==> src/rtl/hint_pkg.sv <==
// Sizes fixed for one ML-DSA parameter set (OMEGA 75, K 8); nothing here is meant to be overridden

package hint_pkg;

    // ----------------------------------------
    // ML-DSA hint field sizes
    // ----------------------------------------

    // Maximum number of nonzero hints over all polynomials
    localparam int HINT_OMEGA = 75;
    // Polynomials per hint vector
    localparam int HINT_K = 8;
    // Coefficients per polynomial
    localparam int HINT_N = 256;

    // ----------------------------------------
    // Memory geometry and write buffer
    // ----------------------------------------

    // Stored coefficient width and packing of one memory word
    localparam int COEFF_W = 24;
    localparam int COEFFS_PER_WORD = 4;
    localparam int WORDS_PER_POLY = HINT_N / COEFFS_PER_WORD;
    localparam int MEM_DEPTH = HINT_K * WORDS_PER_POLY;
    localparam int MEM_ADDR_W = 9;

    // Buffer depth doubles as the number of credits the producer starts with
    localparam int WR_FIFO_DEPTH = 4;
    // Wide enough to hold a full credit count of WR_FIFO_DEPTH
    localparam int CREDIT_W = 3;

    // ----------------------------------------
    // Shared types
    // ----------------------------------------

    // Index bytes in [HINT_OMEGA-1:0], cumulative counts in the top HINT_K bytes
    typedef logic [HINT_OMEGA+HINT_K-1:0][7:0] hint_sig_t;

    // Lane 0 holds the lowest coefficient of the word
    typedef logic [COEFFS_PER_WORD-1:0][COEFF_W-1:0] hint_word_t;

    // One memory write as it travels through the buffer
    typedef struct packed {
        logic [MEM_ADDR_W-1:0] addr;
        hint_word_t            data;
    } hint_wr_t;

endpackage

==> src/rtl/hint_decode.sv <==
`timescale 1ns/1ps
// Field must stay stable from start_i to done_o; error_o is valid at done_o until the next start

module hint_decode (
    input  logic                            clk,
    input  logic                            reset_n,
    input  logic                            zeroize_i,
    input  logic                            start_i,
    input  hint_pkg::hint_sig_t             encoded_h_i,
    input  logic [hint_pkg::MEM_ADDR_W-1:0] base_addr_i,
    input  logic                            credit_ret_i,
    output logic                            wr_valid_o,
    output hint_pkg::hint_wr_t              wr_req_o,
    output logic                            done_o,
    output logic                            busy_o,
    output logic                            error_o
);
    import hint_pkg::*;

    logic [3:0]            poly_idx;
    logic [6:0]            rd_ptr;
    logic [3:0]            lane_map;
    logic [3:0]            lane_q;
    logic                  clear_bitmap;
    logic [5:0]            word_sel;
    logic                  issue;
    logic [MEM_ADDR_W-1:0] issue_addr;
    logic [7:0]            count_q;
    logic [7:0]            prev_q;
    logic [7:0]            poly_hints;
    logic [3:0][7:0]       fetch;
    logic [3:0][7:0]       hint_q;
    logic [7:0]            last_q;
    logic                  seen_q;
    logic [HINT_N-1:0]     bitmap_q;
    logic                  count_err;
    logic                  order_err;
    logic                  tail_err;

    hint_decode_ctrl u_ctrl (
        .clk           (clk),
        .reset_n       (reset_n),
        .zeroize_i     (zeroize_i),
        .start_i       (start_i),
        .base_addr_i   (base_addr_i),
        .poly_hints_i  (poly_hints),
        .index_error_i (error_o),
        .credit_ret_i  (credit_ret_i),
        .poly_idx_o    (poly_idx),
        .rd_ptr_o      (rd_ptr),
        .lane_map_o    (lane_map),
        .clear_bitmap_o(clear_bitmap),
        .word_sel_o    (word_sel),
        .wr_valid_o    (issue),
        .wr_addr_o     (issue_addr),
        .done_o        (done_o),
        .busy_o        (busy_o)
    );

    // Hints of this polynomial are the step from the previous cumulative count
    assign poly_hints = count_q - prev_q;

    // ----------------------------------------
    // Field checks
    // ----------------------------------------

    assign count_err = (count_q < prev_q) || (count_q > 8'(HINT_OMEGA));

    // Live lanes form a prefix, so each lane only needs its left neighbour
    // The first hint of a polynomial has no predecessor, which lets index 0 through
    always_comb begin
        order_err = lane_q[0] && seen_q && (hint_q[0] <= last_q);
        for (int l = 1; l < 4; l++) begin
            if (lane_q[l] && (hint_q[l] <= hint_q[l-1])) begin
                order_err = 1'b1;
            end
        end
    end

    // Index bytes past the final cumulative count must all be zero
    always_comb begin
        tail_err = 1'b0;
        for (int i = 0; i < HINT_OMEGA; i++) begin
            if ((8'(i) >= encoded_h_i[HINT_OMEGA+HINT_K-1]) && (encoded_h_i[i] != '0)) begin
                tail_err = 1'b1;
            end
        end
    end

    // Reads that run past the index region return zero and are never live
    always_comb begin
        for (int l = 0; l < 4; l++) begin
            if (({1'b0, rd_ptr} + 8'(l)) < 8'(HINT_OMEGA)) begin
                fetch[l] = encoded_h_i[{1'b0, rd_ptr} + 8'(l)];
            end else begin
                fetch[l] = '0;
            end
        end
    end

    // ----------------------------------------
    // Control registers
    // ----------------------------------------

    always_ff @(posedge clk or negedge reset_n) begin
        if (!reset_n) begin
            count_q    <= '0;
            prev_q     <= '0;
            lane_q     <= '0;
            seen_q     <= 1'b0;
            last_q     <= '0;
            wr_valid_o <= 1'b0;
            error_o    <= 1'b0;
        end else if (zeroize_i) begin
            count_q    <= '0;
            prev_q     <= '0;
            lane_q     <= '0;
            seen_q     <= 1'b0;
            last_q     <= '0;
            wr_valid_o <= 1'b0;
            error_o    <= 1'b0;
        end else begin
            // Write word follows its select by one cycle
            wr_valid_o <= issue;
            lane_q     <= lane_map;
            if (start_i && !busy_o) begin
                count_q <= '0;
                prev_q  <= '0;
                error_o <= 1'b0;
            end else begin
                if (clear_bitmap) begin
                    prev_q  <= count_q;
                    count_q <= encoded_h_i[HINT_OMEGA+poly_idx];
                end
                // Sticky verdict, settled well before the last word is selected
                if (busy_o) begin
                    error_o <= error_o | count_err | order_err | tail_err;
                end
            end
            // Last index of a full group is the predecessor for the next group
            if (clear_bitmap) begin
                seen_q <= 1'b0;
            end else if (lane_q[3]) begin
                seen_q <= 1'b1;
                last_q <= hint_q[3];
            end
        end
    end

    // ----------------------------------------
    // Index bytes, bitmap and write word
    // ----------------------------------------

    always_ff @(posedge clk) begin
        hint_q <= fetch;
        if (zeroize_i || clear_bitmap) begin
            bitmap_q <= '0;
        end else begin
            for (int l = 0; l < 4; l++) begin
                if (lane_q[l]) begin
                    bitmap_q[hint_q[l]] <= 1'b1;
                end
            end
        end
        // Each bitmap bit is zero-extended into its own coefficient lane
        if (zeroize_i) begin
            wr_req_o <= '0;
        end else if (issue) begin
            wr_req_o.addr <= issue_addr;
            for (int l = 0; l < COEFFS_PER_WORD; l++) begin
                wr_req_o.data[l] <= COEFF_W'(bitmap_q[{word_sel, 2'(l)}]);
            end
        end
    end

endmodule

==> src/rtl/hint_decode_ctrl.sv <==
`timescale 1ns/1ps
// Walk length is fixed per polynomial; writes wait for credits and no write is ever dropped

module hint_decode_ctrl (
    input  logic                            clk,
    input  logic                            reset_n,
    input  logic                            zeroize_i,
    input  logic                            start_i,
    input  logic [hint_pkg::MEM_ADDR_W-1:0] base_addr_i,
    input  logic [7:0]                      poly_hints_i,
    input  logic                            index_error_i,
    input  logic                            credit_ret_i,
    output logic [3:0]                      poly_idx_o,
    output logic [6:0]                      rd_ptr_o,
    output logic [3:0]                      lane_map_o,
    output logic                            clear_bitmap_o,
    output logic [5:0]                      word_sel_o,
    output logic                            wr_valid_o,
    output logic [hint_pkg::MEM_ADDR_W-1:0] wr_addr_o,
    output logic                            done_o,
    output logic                            busy_o
);
    import hint_pkg::*;

    typedef enum logic [2:0] {
        ST_IDLE,
        ST_LOAD,
        ST_READ,
        ST_SETTLE,
        ST_WALK,
        ST_DONE
    } state_t;

    state_t              state_q;
    logic [4:0]          grp_q;
    logic [6:0]          base_ptr_q;
    logic [CREDIT_W-1:0] credit_q;
    logic                have_credit;
    logic                last_group;
    logic                last_word;

    // A credit returning in this cycle may be spent at once
    assign have_credit = (credit_q != '0) || credit_ret_i;
    assign wr_valid_o  = (state_q == ST_WALK) && have_credit;

    // Enough groups of four to cover every index byte, whatever the count
    assign last_group = grp_q == 5'((HINT_OMEGA + 3) / 4 - 1);
    assign last_word  = word_sel_o == 6'(WORDS_PER_POLY - 1);

    assign clear_bitmap_o = state_q == ST_LOAD;
    assign done_o         = state_q == ST_DONE;
    assign busy_o         = state_q != ST_IDLE;

    // Index reads start at the running count of earlier polynomials
    assign rd_ptr_o  = base_ptr_q + {grp_q, 2'b00};
    assign wr_addr_o = base_addr_i + MEM_ADDR_W'(poly_idx_o * WORDS_PER_POLY + word_sel_o);

    // A lane is live while its offset is below the hint count of this polynomial
    // Once the field is known to be malformed no further bits are marked
    always_comb begin
        for (int l = 0; l < 4; l++) begin
            lane_map_o[l] = (state_q == ST_READ) && !index_error_i &&
                            (({1'b0, grp_q, 2'b00} + 8'(l)) < poly_hints_i);
        end
    end

    // ----------------------------------------
    // Sequencer and credit counter
    // ----------------------------------------

    always_ff @(posedge clk or negedge reset_n) begin
        if (!reset_n) begin
            state_q    <= ST_IDLE;
            poly_idx_o <= '0;
            grp_q      <= '0;
            word_sel_o <= '0;
            base_ptr_q <= '0;
            credit_q   <= CREDIT_W'(WR_FIFO_DEPTH);
        end else if (zeroize_i) begin
            // The buffer is emptied too, so all credits come back
            state_q    <= ST_IDLE;
            poly_idx_o <= '0;
            grp_q      <= '0;
            word_sel_o <= '0;
            base_ptr_q <= '0;
            credit_q   <= CREDIT_W'(WR_FIFO_DEPTH);
        end else begin
            credit_q <= credit_q - CREDIT_W'(wr_valid_o) + CREDIT_W'(credit_ret_i);
            case (state_q)
                ST_IDLE: begin
                    if (start_i) begin
                        state_q    <= ST_LOAD;
                        poly_idx_o <= '0;
                        base_ptr_q <= '0;
                    end
                end
                ST_LOAD: begin
                    // Datapath latches the count of this polynomial here
                    state_q <= ST_READ;
                    grp_q   <= '0;
                end
                ST_READ: begin
                    grp_q <= grp_q + 5'd1;
                    if (last_group) begin
                        state_q <= ST_SETTLE;
                    end
                end
                ST_SETTLE: begin
                    // Last index group lands in the bitmap during this cycle
                    state_q    <= ST_WALK;
                    word_sel_o <= '0;
                end
                ST_WALK: begin
                    // Without a credit the word pointer simply holds
                    if (wr_valid_o) begin
                        word_sel_o <= word_sel_o + 6'd1;
                        if (last_word) begin
                            base_ptr_q <= base_ptr_q + poly_hints_i[6:0];
                            poly_idx_o <= poly_idx_o + 4'd1;
                            state_q    <= (poly_idx_o == 4'(HINT_K - 1)) ? ST_DONE : ST_LOAD;
                        end
                    end
                end
                ST_DONE: begin
                    state_q <= ST_IDLE;
                end
                default: begin
                    state_q <= ST_IDLE;
                end
            endcase
        end
    end

endmodule

==> config.mk <==
export PLATFORM = sky130hd
export DESIGN_NAME = hint_decode
export DESIGN_NICKNAME = d
export VERILOG_FILES = /design/src/rtl/hint_pkg.sv /design/src/rtl/hint_decode.sv /design/src/rtl/hint_decode_ctrl.sv
export SDC_FILE = /design/constraint.sdc
export NUM_CORES = 2
export LEC_CHECK = 0
export BUFFER_PORTS_ARGS = -buffer_cell sky130_fd_sc_hd__buf_2
export CAP_MARGIN = 20
export CORE_UTILIZATION = 25
export DETAILED_ROUTE_END_ITERATION = 7
export SKIP_LAST_GASP = 1
export SLEW_MARGIN = 20
export SYNTH_ARGS = -nofsm -noshare
export SYNTH_HDL_FRONTEND = slang
export SYNTH_SLANG_ARGS = --single-unit
==> constraint.sdc <==
create_clock -name clk -period 5.1 [get_ports clk]
set_input_delay 1.02 -clock clk [delete_from_list [all_inputs] [get_ports clk]]
set_output_delay 1.02 -clock clk [all_outputs]
set_load 0.005 [all_outputs]
==> reports/results.txt <==
Yosys reg bits: 360
Vias in the first global route: 48200
Area Overhead vs Synth: 15.8%
Root Driver: clkbuf_16
Largest net degree at the start of global routing: 140
RSZ-0062 raised after global routing: false
R2R depth: 9
Final Hold Violating Endpoints: 0
Top cell type's share of synthesized area: 0.351
FFs w/ async S/R, synth: 0.164
Setup TNS: 0 ns
Most instantiated library cell after synthesis: mux4_2
Top cells by count, synth: mux4_2, o22ai_1, nand2_1
WP data required: 5.50 ns
Comb power frac: 0.456
Cell Area, Synth: 45700 sq um
Max Slew Vio Count: 0
Initial core utilization: 0.252
HP Class: primary input to asynchronous set/reset pin
Worst slew margin relative to its limit: 0.193
Peak VDD IR: 0.232 mV
EDFF count, synth: 0
P_sw: 5.10 mW
Core area: 181000 sq um
Library cells used by synthesis: 79
Reg-to-reg slack, setup: 0.76 ns
Pwr Density: 216 nW/um^2
Routed via count divided by cell count: 6.73
Avg Inst Size Synth: 9.28 sq um
Seq/Total Area, Yosys: 0.164
Min Tclk post-route: 4.34 ns
Final WL: 270000 microns
Initial antenna violation count: 95
CP Launch Point: u_ctrl.grp_q[0]
First-pass GRT wire length: 378000 microns
DRT iter0 DRCs: 9650
# hold bufs at CTS: 0
Yosys top cell by area: mux4_2
Period utilization: 0.851
Max clock buf depth: 3
Post-CTS setup buffers: 0
CP Data Arrival Time: 4.74 ns
Row cnt: 156
Grt ovf: 0
RR Endpoint: hint_q[23]
Die area: 185000 sq um
Chip width: 430 microns
IO buf count: 694
Drt first pass iters: 8
Area contributors post-synth: mux4_2, dfxtp_1, o22ai_1
CP Capture Type: flop
Slew @ Worst Pin: 1.20 ns
Nets: 6093
Die Ht: 430 microns
Yosys warnings: 0
Post-Syn Instances: 4926
Failing checks: design-rule violations
Cell Int Power: 6.34 mW
Post-DRT Antenna Nets: 0
Clock group share of total power: 0.260
Post-DP HPWL: 203000 microns
Cell Count, Final, Fillers Out: 7775
Drt wl/cell: 34.8 microns
Pleak: 17.1 nW
Max_cap viols: 0
Residual DRC: 6
Final setup vio count: 0
Resize count post-CTS: 0
Vias: 52300
Final Wtd Congestion: 1.07
Max Clock Skew: 0.0228 ns
CTS tree: done
Most used DFF post-synth: dfxtp_1
Worst-Skew Late Latency: 0.59 ns
CP Launch Type: flop
Maximum clock rate: 230 MHz
Power share of the sequential group: 0.284
RR Startpoint: u_ctrl.grp_q[0]
I/O pins: 787
DP Cell Count: 7657
Status: finished with violations
Reg clk slew, reported paths: 0.07 ns
Layout cells sized above 1: 0.317
GRT Resource Usage Total: 0.280
Clock sinks: 360
Hold_ws: 0.398 ns
Inserted Clock Buffers: 38
CP endpoint: hint_q[23]
H-Tree Depth: 2
Switching Share: 0.446
WS Path Type: flop to flop
Crit Path Max Fanout: 14
## cell type report
type / count / area [sq um]
Fill cell: 19100 / 128000
Multi-Input combinational cell: 4000 / 35800
Sequential cell: 360 / 7520
Timing Repair Buffer: 852 / 4960
Tap cell: 2370 / 2970
Clock buffer: 55 / 1150
Inverter: 79 / 297
Clock inverter: 11 / 131
Antenna cell: 48 / 120
## worst min-delay path by stage
stage	from	to	slack [ns]
6_report	reset_n	u_ctrl.state_q[2]	0.40
5_1_grt	reset_n	u_ctrl.state_q[2]	0.40
4_1_cts	reset_n	u_ctrl.state_q[2]	0.37
3_5_place_dp	wr_req_o[102]	wr_req_o[102]	0.44
3_3_place_gp	wr_req_o[97]	wr_req_o[97]	0.43
2_1_floorplan	bitmap_q[82]	bitmap_q[82]	0.44
## power by group through the flow
stage	sequential [mW]	combinational (mW)	clock, mW
after detailed placement	3.28	4.93	0
after global placement	3.28	4.87	0
after floorplan	3.11	2.82	0
after global routing	3.25	5.37	3.10
after CTS	3.22	4.95	2.98
final	3.25	5.22	2.97
## through the flow
step / util / power, mW / area [sq um] / setup slack (ns)
4_1_cts: 0.291 / 11.2 / 52700 / 0.863
3_3_place_gp: 0.284 / 8.15 / 51400 / 0.765
2_1_floorplan: - / 5.93 / 46100 / 1.30
3_5_place_dp: 0.284 / 8.21 / 51400 / 0.632
5_1_grt: 0.292 / 11.7 / 52900 / 0.609
6_report: 0.292 / 11.4 / 53000 / 0.761
## critical path: stages (launching register included)
cell and delay (ns):
dfrtp_1 0.45, ha_1 0.24, fa_2 0.90, buf_4 0.35
nand3_1 0.19, xnor2_1 0.70, nor3_1 0.17, o31a_1 0.28
o22ai_1 0.69, a211oi_1 0.17
## cells in the final DEF, fill, tap and decap left out, types with 9 or more instances in the layout
master and n:
a311oi_1 44, o22ai_1 547, a211oi_1 91, a221oi_1 15, and2_1 44, nor4_1 133, inv_1 75, a22oi_1 15
a22o_1 10, clkbuf_8 9, o221ai_1 64, clkbuf_16 40, xor2_1 13, o21ai_0 85, buf_4 130, and3_1 25
a21oi_1 217, xnor2_2 12, buf_2 695, dfxtp_1 301, mux2i_1 176, nor2b_1 51, diode_2 48, nor2_1 400
nor4_2 16, nor3_1 297, nand2_1 500, mux4_2 712, buf_12 24, a21o_1 17, a211o_1 12, nand4_1 22
ha_1 76, xnor2_1 18, conb_1 92, nand3_1 98, dfrtp_1 53, a31oi_1 61
## cells by family (layout without fill, tap and decap cells)
kind of cell,after synthesis,count (layout),share of synthesized area
mux,896,896,0.393
xor+xnor,50,50,0.00974
simple gates,1628,1628,0.164
flops,360,360,0.164
fa+ha+maj,85,85,0.0240
buf+inv,657,997,0.0679
compound gates,1249,1249,0.178
other cells,1,140,0.0000820
## sequential cells by signal (all words and copies together) (netlist names)
register           flops
u_ctrl.credit_q        3
hint_q                32
wr_req_o              13
seen_q                 1
u_ctrl.poly_idx_o      4
bitmap_q             256
u_ctrl.word_sel_o      6
last_q                 8
error_o                1
u_ctrl.base_ptr_q      7
count_q                8
wr_valid_o             1
lane_q                 4
prev_q                 8
u_ctrl.state_q         3
u_ctrl.grp_q           5
## layer usage
layer  part of all wire  GRT usage  up-vias
li1                   -          -    20600
met1               0.34      0.333    25700
met2               0.44      0.434     4854
met3               0.13     0.0823     1099
met4              0.093      0.196       60
met5             0.0017    0.00312        -
Power figures use the tool's default switching activity.
