### src/rtl/hint_pkg.sv
// Sizes fixed for one ML-DSA parameter set (OMEGA 75, K 8); nothing here is meant to be overridden

package hint_pkg;

    // ----------------------------------------
    // ML-DSA hint field sizes
    // ----------------------------------------

    // Maximum number of nonzero hints over all polynomials
    localparam int HINT_OMEGA = 75;
    // Polynomials per hint vector
    localparam int HINT_K = 8;
    // Coefficients per polynomial
    localparam int HINT_N = 256;

    // ----------------------------------------
    // Memory geometry and write buffer
    // ----------------------------------------

    // Stored coefficient width and packing of one memory word
    localparam int COEFF_W = 24;
    localparam int COEFFS_PER_WORD = 4;
    localparam int WORDS_PER_POLY = HINT_N / COEFFS_PER_WORD;
    localparam int MEM_DEPTH = HINT_K * WORDS_PER_POLY;
    localparam int MEM_ADDR_W = 9;

    // Buffer depth doubles as the number of credits the producer starts with
    localparam int WR_FIFO_DEPTH = 4;
    // Wide enough to hold a full credit count of WR_FIFO_DEPTH
    localparam int CREDIT_W = 3;

    // ----------------------------------------
    // Shared types
    // ----------------------------------------

    // Index bytes in [HINT_OMEGA-1:0], cumulative counts in the top HINT_K bytes
    typedef logic [HINT_OMEGA+HINT_K-1:0][7:0] hint_sig_t;

    // Lane 0 holds the lowest coefficient of the word
    typedef logic [COEFFS_PER_WORD-1:0][COEFF_W-1:0] hint_word_t;

    // One memory write as it travels through the buffer
    typedef struct packed {
        logic [MEM_ADDR_W-1:0] addr;
        hint_word_t            data;
    } hint_wr_t;

endpackage

### src/rtl/credit_fifo.sv
`timescale 1ns/1ps
// No full flag; the writer must obey the credit rule or entries are overwritten

module credit_fifo (
    input  logic               clk,
    input  logic               reset_n,
    input  logic               zeroize_i,
    input  logic               wr_valid_i,
    input  hint_pkg::hint_wr_t wr_req_i,
    input  logic               pop_i,
    output logic               rd_valid_o,
    output hint_pkg::hint_wr_t rd_req_o,
    output logic               credit_ret_o
);
    import hint_pkg::*;

    hint_wr_t                         entries [WR_FIFO_DEPTH];
    logic [$clog2(WR_FIFO_DEPTH)-1:0] wr_ptr_q;
    logic [$clog2(WR_FIFO_DEPTH)-1:0] rd_ptr_q;
    logic [CREDIT_W-1:0]              fill_q;
    logic                             do_pop;

    // Head is visible whenever anything is stored
    assign rd_valid_o = fill_q != '0;
    assign rd_req_o   = entries[rd_ptr_q];

    // A pop frees one slot and hands its credit straight back
    assign do_pop       = pop_i && rd_valid_o;
    assign credit_ret_o = do_pop;

    // ----------------------------------------
    // Pointers and fill level
    // ----------------------------------------

    // Depth is a power of two, so pointers wrap on their own
    always_ff @(posedge clk or negedge reset_n) begin
        if (!reset_n) begin
            wr_ptr_q <= '0;
            rd_ptr_q <= '0;
            fill_q   <= '0;
        end else if (zeroize_i) begin
            wr_ptr_q <= '0;
            rd_ptr_q <= '0;
            fill_q   <= '0;
        end else begin
            if (wr_valid_i) begin
                wr_ptr_q <= wr_ptr_q + 1'b1;
            end
            if (do_pop) begin
                rd_ptr_q <= rd_ptr_q + 1'b1;
            end
            fill_q <= fill_q + CREDIT_W'(wr_valid_i) - CREDIT_W'(do_pop);
        end
    end

    // Entry storage, wiped on zeroize so no hint data lingers
    always_ff @(posedge clk) begin
        if (zeroize_i) begin
            for (int i = 0; i < WR_FIFO_DEPTH; i++) begin
                entries[i] <= '0;
            end
        end else if (wr_valid_i) begin
            entries[wr_ptr_q] <= wr_req_i;
        end
    end

endmodule

### config.mk
export PLATFORM = sky130hd
export DESIGN_NAME = credit_fifo
export DESIGN_NICKNAME = d
export VERILOG_FILES = /design/src/rtl/hint_pkg.sv /design/src/rtl/credit_fifo.sv
export SDC_FILE = /design/constraint.sdc
export NUM_CORES = 1
export LEC_CHECK = 0
export BUFFER_PORTS_ARGS = -buffer_cell sky130_fd_sc_hd__buf_2
export CAP_MARGIN = 20
export CORE_MARGIN = 5
export CORE_UTILIZATION = 58
export DETAILED_ROUTE_END_ITERATION = 6
export GPL_TIMING_DRIVEN = 0
export PLACE_DENSITY_LB_ADDON = 0.15
export SYNTH_ARGS = -nofsm -noshare
export SYNTH_HDL_FRONTEND = slang
export SYNTH_SLANG_ARGS = --single-unit
### constraint.sdc
create_clock -name clk -period 4.66 [get_ports clk]
set_input_delay 0.233 -clock clk [delete_from_list [all_inputs] [get_ports clk]]
set_output_delay 0.233 -clock clk [all_outputs]
set_load 0.03 [all_outputs]
==> out/results.env, run 1 <==
HTREE_LEVELS=2
VDD.IR_DROP.WORST_mV=0.3249
GRT.OVERFLOW.TOTAL=0
SYNTHCELLS=1057
WORSTPATHARRIVAL_PS=2920
INITIAL_CORE_UTIL_PCT=58.64
CRITPATHMAXFANOUT=43
ROUTED_VIA_DENSITY=5.473
VIA_COUNT_OF_THE_FIRST_GLOBAL_ROUTING_PASS=10810
N_FILL_CELL=2138
SKEW_PS=17.25
CPPEAKSTAGEDELAY_PS=500
POST-ROUTE-MIN-PERIOD_PS=2724
YS.WARNINGS.COUNT=0
ROUTE.FINAL.WIRE_LENGTH_UM=38720
SHARE_OF_THE_CORE_FILLED_WITH_CELLS_PCT=70.15
NNETSFINAL=1486
SYNTH.AVG_CELL_AREA_SQ_UM=17.46
DRT-INITIAL-DRC-COUNT=647
FINAL_MAX_SLEW_VIOL_COUNT=0
DPL_WORST_SLACK_PS=1899
NUMCTSBUFFERS=44
SYNTH_ENABLE_FLOP_CELLS=420
DETAIL-ROUTE-ANTENNA-NETS=0
IO_COUNT=217
WORST-SETUP-PATH-TYPE='reg -> reg'
CTS_TREE='built'
AREA.GROWTH.SYNTH_TO_FINAL_PCT=19.62
ROUTE.VIAS.TOTAL=9907
DIE_W_UM=188.4
TRITONCTS_NUM_SINKS=427
DIE_Y_UM=188.4
WL_PER_CELL_UM=21.39
PLACE_CONGESTION=0.7205
DETAILED_PLACE_HPWL_UM=24120
YOSYS.AREA.TOP_TYPE='sky130_fd_sc_hd__edfxtp_1'
PIN_COUNT_OF_THE_BIGGEST_NET_ENTERING_GLOBAL_ROUTING=60
CORE_AREA_SQ_UM=31470
PLACE.PORT_BUFFERS=215
WORST-PATH-BUF-INV=4
REG2REG_SLACK_PS=1940
GRT_PASS1_WL_UM=60550
TOTALPOWERFINAL_uW=10130
SEQUENTIAL_CELL_AREA_SQ_UM=12790
POSTSYNTH.ASYNCRESETSHARE_PCT=1.639
POST_SYNTH_MAIN_AREA_CONTRIBUTORS='sky130_fd_sc_hd__edfxtp_1, sky130_fd_sc_hd__and2_1, sky130_fd_sc_hd__mux4_2'
LEAKAGEPOWER_uW=0.008529
LAYOUT-DRIVE-GT1-SHARE_PCT=30.87
HOLDCRITPATHCLASS='in -> reg'
SYNTH.YOSYS.SEQ_AREA_SHARE_PCT=69.28
DRT-PASS1-ITER-COUNT=5
CLOCK_LATENCY_PS=540
DRC=0
NUMBER_OF_ANTENNA_VIOLATIONS_AT_THE_FIRST_CHECK_IN_GLOBAL_ROUTING=6
REMAINING_MAX_SLEW_BUDGET_AT_THE_TIGHTEST_PIN_PCT=50.23
TRACK_USAGE_PCT=22.23
FMAX_MHz=367.1
CTS.ROOT.BUFFER_CELL='sky130_fd_sc_hd__clkbuf_16'
CRIT_REQUIRED_PS=4860
NUMBER_OF_DISTINCT_LIBRARY_CELL_VARIANTS_IN_THE_GATE_LEVEL_NETLIST_AFTER_SYNTHESIS=30
WORST_SLEW_PIN_SLEW_PS=746.6
MULTI_INPUT_AREA_SQ_UM=5290
DIE_AREA_SQ_UM=35490
POST_CTS.REPAIR.SETUP_BUFFERS=0
POSTLAYOUTSETUPSLACKWORST_PS=1936
SYN_NETS=1170
LAYOUT_COMMON_CELLS='sky130_fd_sc_hd__and2_1, sky130_fd_sc_hd__edfxtp_1, sky130_fd_sc_hd__buf_2, sky130_fd_sc_hd__mux4_2, sky130_fd_sc_hd__dlygate4sd3_1'
CLOCK_SLEW_AT_THE_REGISTER_CLOCK_PINS_OF_THE_WORST_SETUP_AND_HOLD_PATHS_PS=60
DOMINANTREGCELLSYNTH='sky130_fd_sc_hd__edfxtp_1'
CP_CELL_SEQUENCE='buf_6 -> and4bb_2 -> buf_4 -> or2_4 -> buf_12 -> buf_16'
RSZ0062_AT_GRT='no'
SYNTHDOMINANTCELLAREASHARE_PCT=68.33
CAP_VIOL_MAX_COUNT=0
POWER_PER_CELL_AREA_nW_PER_UM2=458.7
WORSTSETUPSTARTPOINTTYPE='register'
POSTSYNTHREGISTERBITS=427
SYN_AREA_SQ_UM=18460
FINAL.PERIOD_UTILIZATION_PCT=58.46
SETUP_VIOLATIONS=0
CLOCK_PATH_BUFFERS=3
NUM_ROWS=65
CRIT_FAMILY='buffers and inverters'
CRITICAL-PATH-SLOWEST-CELL='sky130_fd_sc_hd__or2_4'
CRITPATHCAPTURETYPE='register'
HOLD_VIOLATIONS=0
STATUS='completed'
==> final cells by class <==
type / instances / area share, %
multi-input combinational: 555 / 23.96
antenna: 2 / 0.02267
buffer: 72 / 1.768
tap: 402 / 2.278
clock buffer: 51 / 5.202
timing repair buffer: 270 / 7.888
clock inverter: 28 / 0.9124
inverter: 3 / 0.05100
sequential: 427 / 57.92
==> synthesized netlist by cell type (all sizes together), types with 2 or more instances <==
cell type and count:
nor2 6, or2 2, mux4 105, clkbuf 41
and2 420, edfxtp 420, buf 31, dfrtp 7
mux2 2, and4bb 2, ha 2, nor2b 3
inv 3
==> report_power, final <==
| part | switching, uW | internal [uW] |
|---|---|---|
| combinational | 1380 | 898 |
| sequential | 67.9 | 4500 |
| clock | 1410 | 1880 |
==> sequential cells by signal (all words and copies together), names as in the netlist <==
name / cells
wr_ptr_q: 2
entries: 420
rd_ptr_q: 2
fill_q: 3
==> metrics by stage <==
stage | cells | TNS, ps | hold WS, ps | cell area, sq um
floorplan | 1057 | 0 | -62.59 | 18460
global placement | 1674 | -35330 | 76.00 | 20040
detailed placement | 1681 | 0 | 76.43 | 20240
CTS | 1808 | 0 | 0.7464 | 22070
global route | 1810 | 0 | 11.75 | 22080
finish | 1810 | 0 | 16.33 | 22080
==> repair_timing <==
action | 4_1_cts | 5_1_grt
endpoints found under the hold margin | 139 | 0
hold buffers | 48 | 0
resized for setup | 0 | 0
==> routing by layer <==
layer	share of wire [%]	track usage [%]
met1	39	29.36
met2	51	37.88
met3	7.4	5.335
met4	2.5	5.549
met5	0.072	0
==> cell families (layout without fill, tap and decap cells) <==
group / Yosys count / after routing / synth area share [%]
compound gates: 6 / 6 / 0.2644
xor+xnor: 2 / 2 / 0.1695
fa+ha+maj: 3 / 3 / 0.2440
buf+inv: 75 / 424 / 2.176
flops: 427 / 427 / 69.28
mux: 107 / 107 / 12.93
other cells: 0 / 2 / 0
simple gates: 437 / 437 / 14.93
==> final timing paths <==
kind	cells past startpoint	end	startpoint
setup / recovery	6	entries[2][68]$_SDFFCE_PN0P_	wr_ptr_q[0]$_DFFE_PN0P_
max in group asynchronous	2	fill_q[1]$_DFF_PN0_	reset_n
hold reg to reg	3	wr_ptr_q[0]$_DFFE_PN0P_	wr_ptr_q[0]$_DFFE_PN0P_
setup reg to reg	6	entries[2][68]$_SDFFCE_PN0P_	wr_ptr_q[0]$_DFFE_PN0P_
hold / removal	2	entries[1][90]$_SDFFCE_PN0P_	wr_req_i[90]
min in group asynchronous	2	fill_q[2]$_DFF_PN0_	reset_n
Note: power is estimated with default switching activity, not from simulation.
==> run 2: changes to the inputs <==
CORE_UTILIZATION = 53   (was 58)
clock period = 2.4 ns   (was 4.66 ns; I/O delays follow)
==> out/results.env, run 2 (synthesis results as in run 1) <==
STATUS='completed'
DESIGN_AREA_SQ_UM=22800  # +3.3%
REG2REG_SLACK_PS=100  # -1840 ps
PLACE.PORT_BUFFERS=215  # unchanged
LARGEST_REG_FLOPS=420  # unchanged
DPL_WORST_SLACK_PS=-54.33  # -1954 ps
VDD.IR_DROP.WORST_mV=0.5184  # +60%
SOURCE_OF_THE_WORST_REGISTER_TO_REGISTER_TIMING_PATH='wr_ptr_q[1]$_DFFE_PN0P_'
AREA.GROWTH.SYNTH_TO_FINAL_PCT=23.55
WL_PER_CELL_UM=21.28  # -0.51%
PLACED_CELLS=1734  # +3.2%
MET2WIRELENGTH_UM=21210  # +7.3%
ROUTED_VIA_DENSITY=5.259  # -3.9%
CLOCK_PATH_BUFFERS=3  # unchanged
FMAX_MHz=434.1  # +18%
DETAIL-ROUTE-ANTENNA-NETS=0  # unchanged
ROUTEDLENGTHMET1_UM=16340  # +8.1%
POST_CTS.REPAIR.SETUP_BUFFERS=0  # unchanged
CRITPATHCAPTURETYPE='register'
POWER_PER_CELL_AREA_nW_PER_UM2=870.7  # +90%
REG2REGPATHDEPTH=4  # -2
FINAL_CELL_COUNT_NO_FILL=1924  # +6.3%
WORST_SLEW_PIN_SLEW_PS=777.0  # +30.37 ps
DRC=0  # unchanged
CTS_TREE='built'
CRITPATHMAXFANOUT=51  # +19%
MULTI_INPUT_AREA_SQ_UM=5296  # +0.12%
INITIAL_CORE_UTIL_PCT=53.57  # -5.1 points
PLACE_CONGESTION=0.7253  # +0.67%
REG2REG_TO='entries[1][31]$_SDFFCE_PN0P_'
HOLDCRITPATHCLASS='in -> reg'
HOLD_END='entries[2][66]$_SDFFCE_PN0P_'
TRACK_USAGE_PCT=21.36  # -0.86 points
GRT_PASS1_WL_UM=63040  # +4.1%
ROUTE.VIAS.TOTAL=10120  # +2.1%
LAYOUT_COMMON_CELLS='sky130_fd_sc_hd__and2_1, sky130_fd_sc_hd__edfxtp_1, sky130_fd_sc_hd__buf_2, sky130_fd_sc_hd__dlygate4sd3_1, sky130_fd_sc_hd__mux4_2'
RSZ0062_AT_GRT='no'
WORSTPATHARRIVAL_PS=2510  # -410 ps
CTS.ROOT.BUFFER_CELL='sky130_fd_sc_hd__clkbuf_16'
LARGEST_REGISTERS='entries: 420 flops, fill_q: 3 flops'
WORSTSETUPSTARTPOINTTYPE='register'
NNETSFINAL=1550  # +4.3%
VIA_COUNT_OF_THE_FIRST_GLOBAL_ROUTING_PASS=11070  # +2.4%
PLACED_CELL_AREA_SQ_UM=20300  # +0.29%
CAP_VIOL_MAX_COUNT=0  # unchanged
CORE_AREA_SQ_UM=34460  # +9.5%
MIN_DELAY_PATH_DEPTH=3  # +1
LAYOUT-DRIVE-GT1-SHARE_PCT=29.63  # -1.2 points
PIN_COUNT_OF_THE_BIGGEST_NET_ENTERING_GLOBAL_ROUTING=58  # -3.3%
TRITONCTS_NUM_SINKS=427  # unchanged
FINAL.PERIOD_UTILIZATION_PCT=95.98  # +38 points
MAX_FLOP_REGISTER='entries'
N_FILL_CELL=2472  # +16%
CLOCK_LATENCY_PS=550  # about the same
NUMCTSBUFFERS=45  # +2.3%
DETAILED_PLACE_HPWL_UM=25310  # +4.9%
DRT-PASS1-ITER-COUNT=5  # unchanged
DIE_Y_UM=196.6  # +4.4%
DRT-INITIAL-DRC-COUNT=584  # -9.7%
POST-ROUTE-MIN-PERIOD_PS=2303  # -420.8 ps
ROUTE.FINAL.WIRE_LENGTH_UM=40950  # +5.8%
IO_COUNT=217  # unchanged
MIN_FROM='wr_req_i[66]'
DIE_W_UM=196.6  # +4.4%
WORST-SETUP-PATH-TYPE='reg -> reg'
ROUTED.TOP_LAYER='met5'
SKEW_PS=13.08  # -4.174 ps
MET3_WIRELENGTH_UM=2556  # -10%
REMAINING_MAX_SLEW_BUDGET_AT_THE_TIGHTEST_PIN_PCT=48.20  # -2.0 points
SETUP_VIOLATIONS=0  # unchanged
NUMBER_OF_ANTENNA_VIOLATIONS_AT_THE_FIRST_CHECK_IN_GLOBAL_ROUTING=2  # -4
HTREE_LEVELS=2  # unchanged
CRIT_REQUIRED_PS=2610  # -2250 ps
GRT.OVERFLOW.TOTAL=0  # unchanged
SEQUENTIAL_CELL_AREA_SQ_UM=12790  # unchanged
CLOCK_SLEW_AT_THE_REGISTER_CLOCK_PINS_OF_THE_WORST_SETUP_AND_HOLD_PATHS_PS=60  # about the same
LEAKAGEPOWER_uW=0.008816  # +3.4%
TOTALPOWERFINAL_uW=19860  # +96%
POSTLAYOUTSETUPSLACKWORST_PS=96.52  # -1839 ps
NUM_ROWS=68  # +4.6%
DIE_AREA_SQ_UM=38660  # +8.9%
FINAL_MAX_SLEW_VIOL_COUNT=0  # unchanged
HOLD_VIOLATIONS=0  # unchanged
==> run 2: cell count changes in the layout (fill, tap and decap cells not counted), sizes merged <==
cell,previous run,this run
dlygate4sd3,48,110
clkbuf,92,107
clkinv,22,13
buf,253,249
clkinvlp,4,0
inv,3,5
bufinv,2,1
diode,2,1
or2,2,3
==> run 2: worst max-delay path by stage <==
stage	from	endpoint	slack, ps
2_1_floorplan	zeroize_i	entries[3][0]$_DFFE_PP_	20
3_3_place_gp	zeroize_i	entries[3][18]$_DFFE_PP_	-1180
3_5_place_dp	wr_ptr_q[0]$_DFFE_PN0P_	entries[2][11]$_SDFFCE_PN0P_	-50
4_1_cts	rd_ptr_q[0]$_DFFE_PN0P_	rd_req_o[9]	-0.2
5_1_grt	rd_ptr_q[0]$_DFFE_PN0P_	rd_req_o[77]	0.7
6_report	wr_ptr_q[1]$_DFFE_PN0P_	entries[1][31]$_SDFFCE_PN0P_	100
==> run 2: cell type report <==
cell class	instances	area share, %
sequential	427	56.07
inverter	3	0.04938
antenna	1	0.01097
clock buffer	62	5.404
tap	455	2.496
clock inverter	16	0.4334
multi-input combinational	556	23.23
timing repair buffer	332	10.33
buffer	72	1.981
==> run 2: metrics by stage <==
stage	hold slack (ps)	utilization (%)	TNS, ps
2_1_floorplan	-175.6	-	0
3_3_place_gp	-37.17	58.36	-367540
3_5_place_dp	-34.15	58.92	-2313
4_1_cts	391.8	66.12	-0.2063
5_1_grt	418.2	66.18	0
6_report	416.6	66.18	0
==> run 2: critical path, stage by stage, from the launching register on <==
cell and delay, ps:
sky130_fd_sc_hd__dfrtp_1 460, sky130_fd_sc_hd__and4bb_4 490, sky130_fd_sc_hd__buf_2 340, sky130_fd_sc_hd__or2_4 310, sky130_fd_sc_hd__buf_16 320
==> run 2: where the power goes <==
part	internal, uW	switching, uW
Sequential	8740	133
Clock	3680	2700
Combinational	1870	2740
Total	14300	5570
==> run 2: layer usage <==
layer | vias up | GRT usage [%]
met5 | - | 0
met4 | 2 | 4.956
met3 | 56 | 4.239
met2 | 267 | 37.79
met1 | 5108 | 27.68
li1 | 4685 | -
==> run 2: what timing repair did <==
item,4_1_cts,5_1_grt
endpoints found under the setup margin,147,54
gates cloned,1,0
hold endpoints to repair,430,0
resized for setup,19,6
hold buffers,110,0
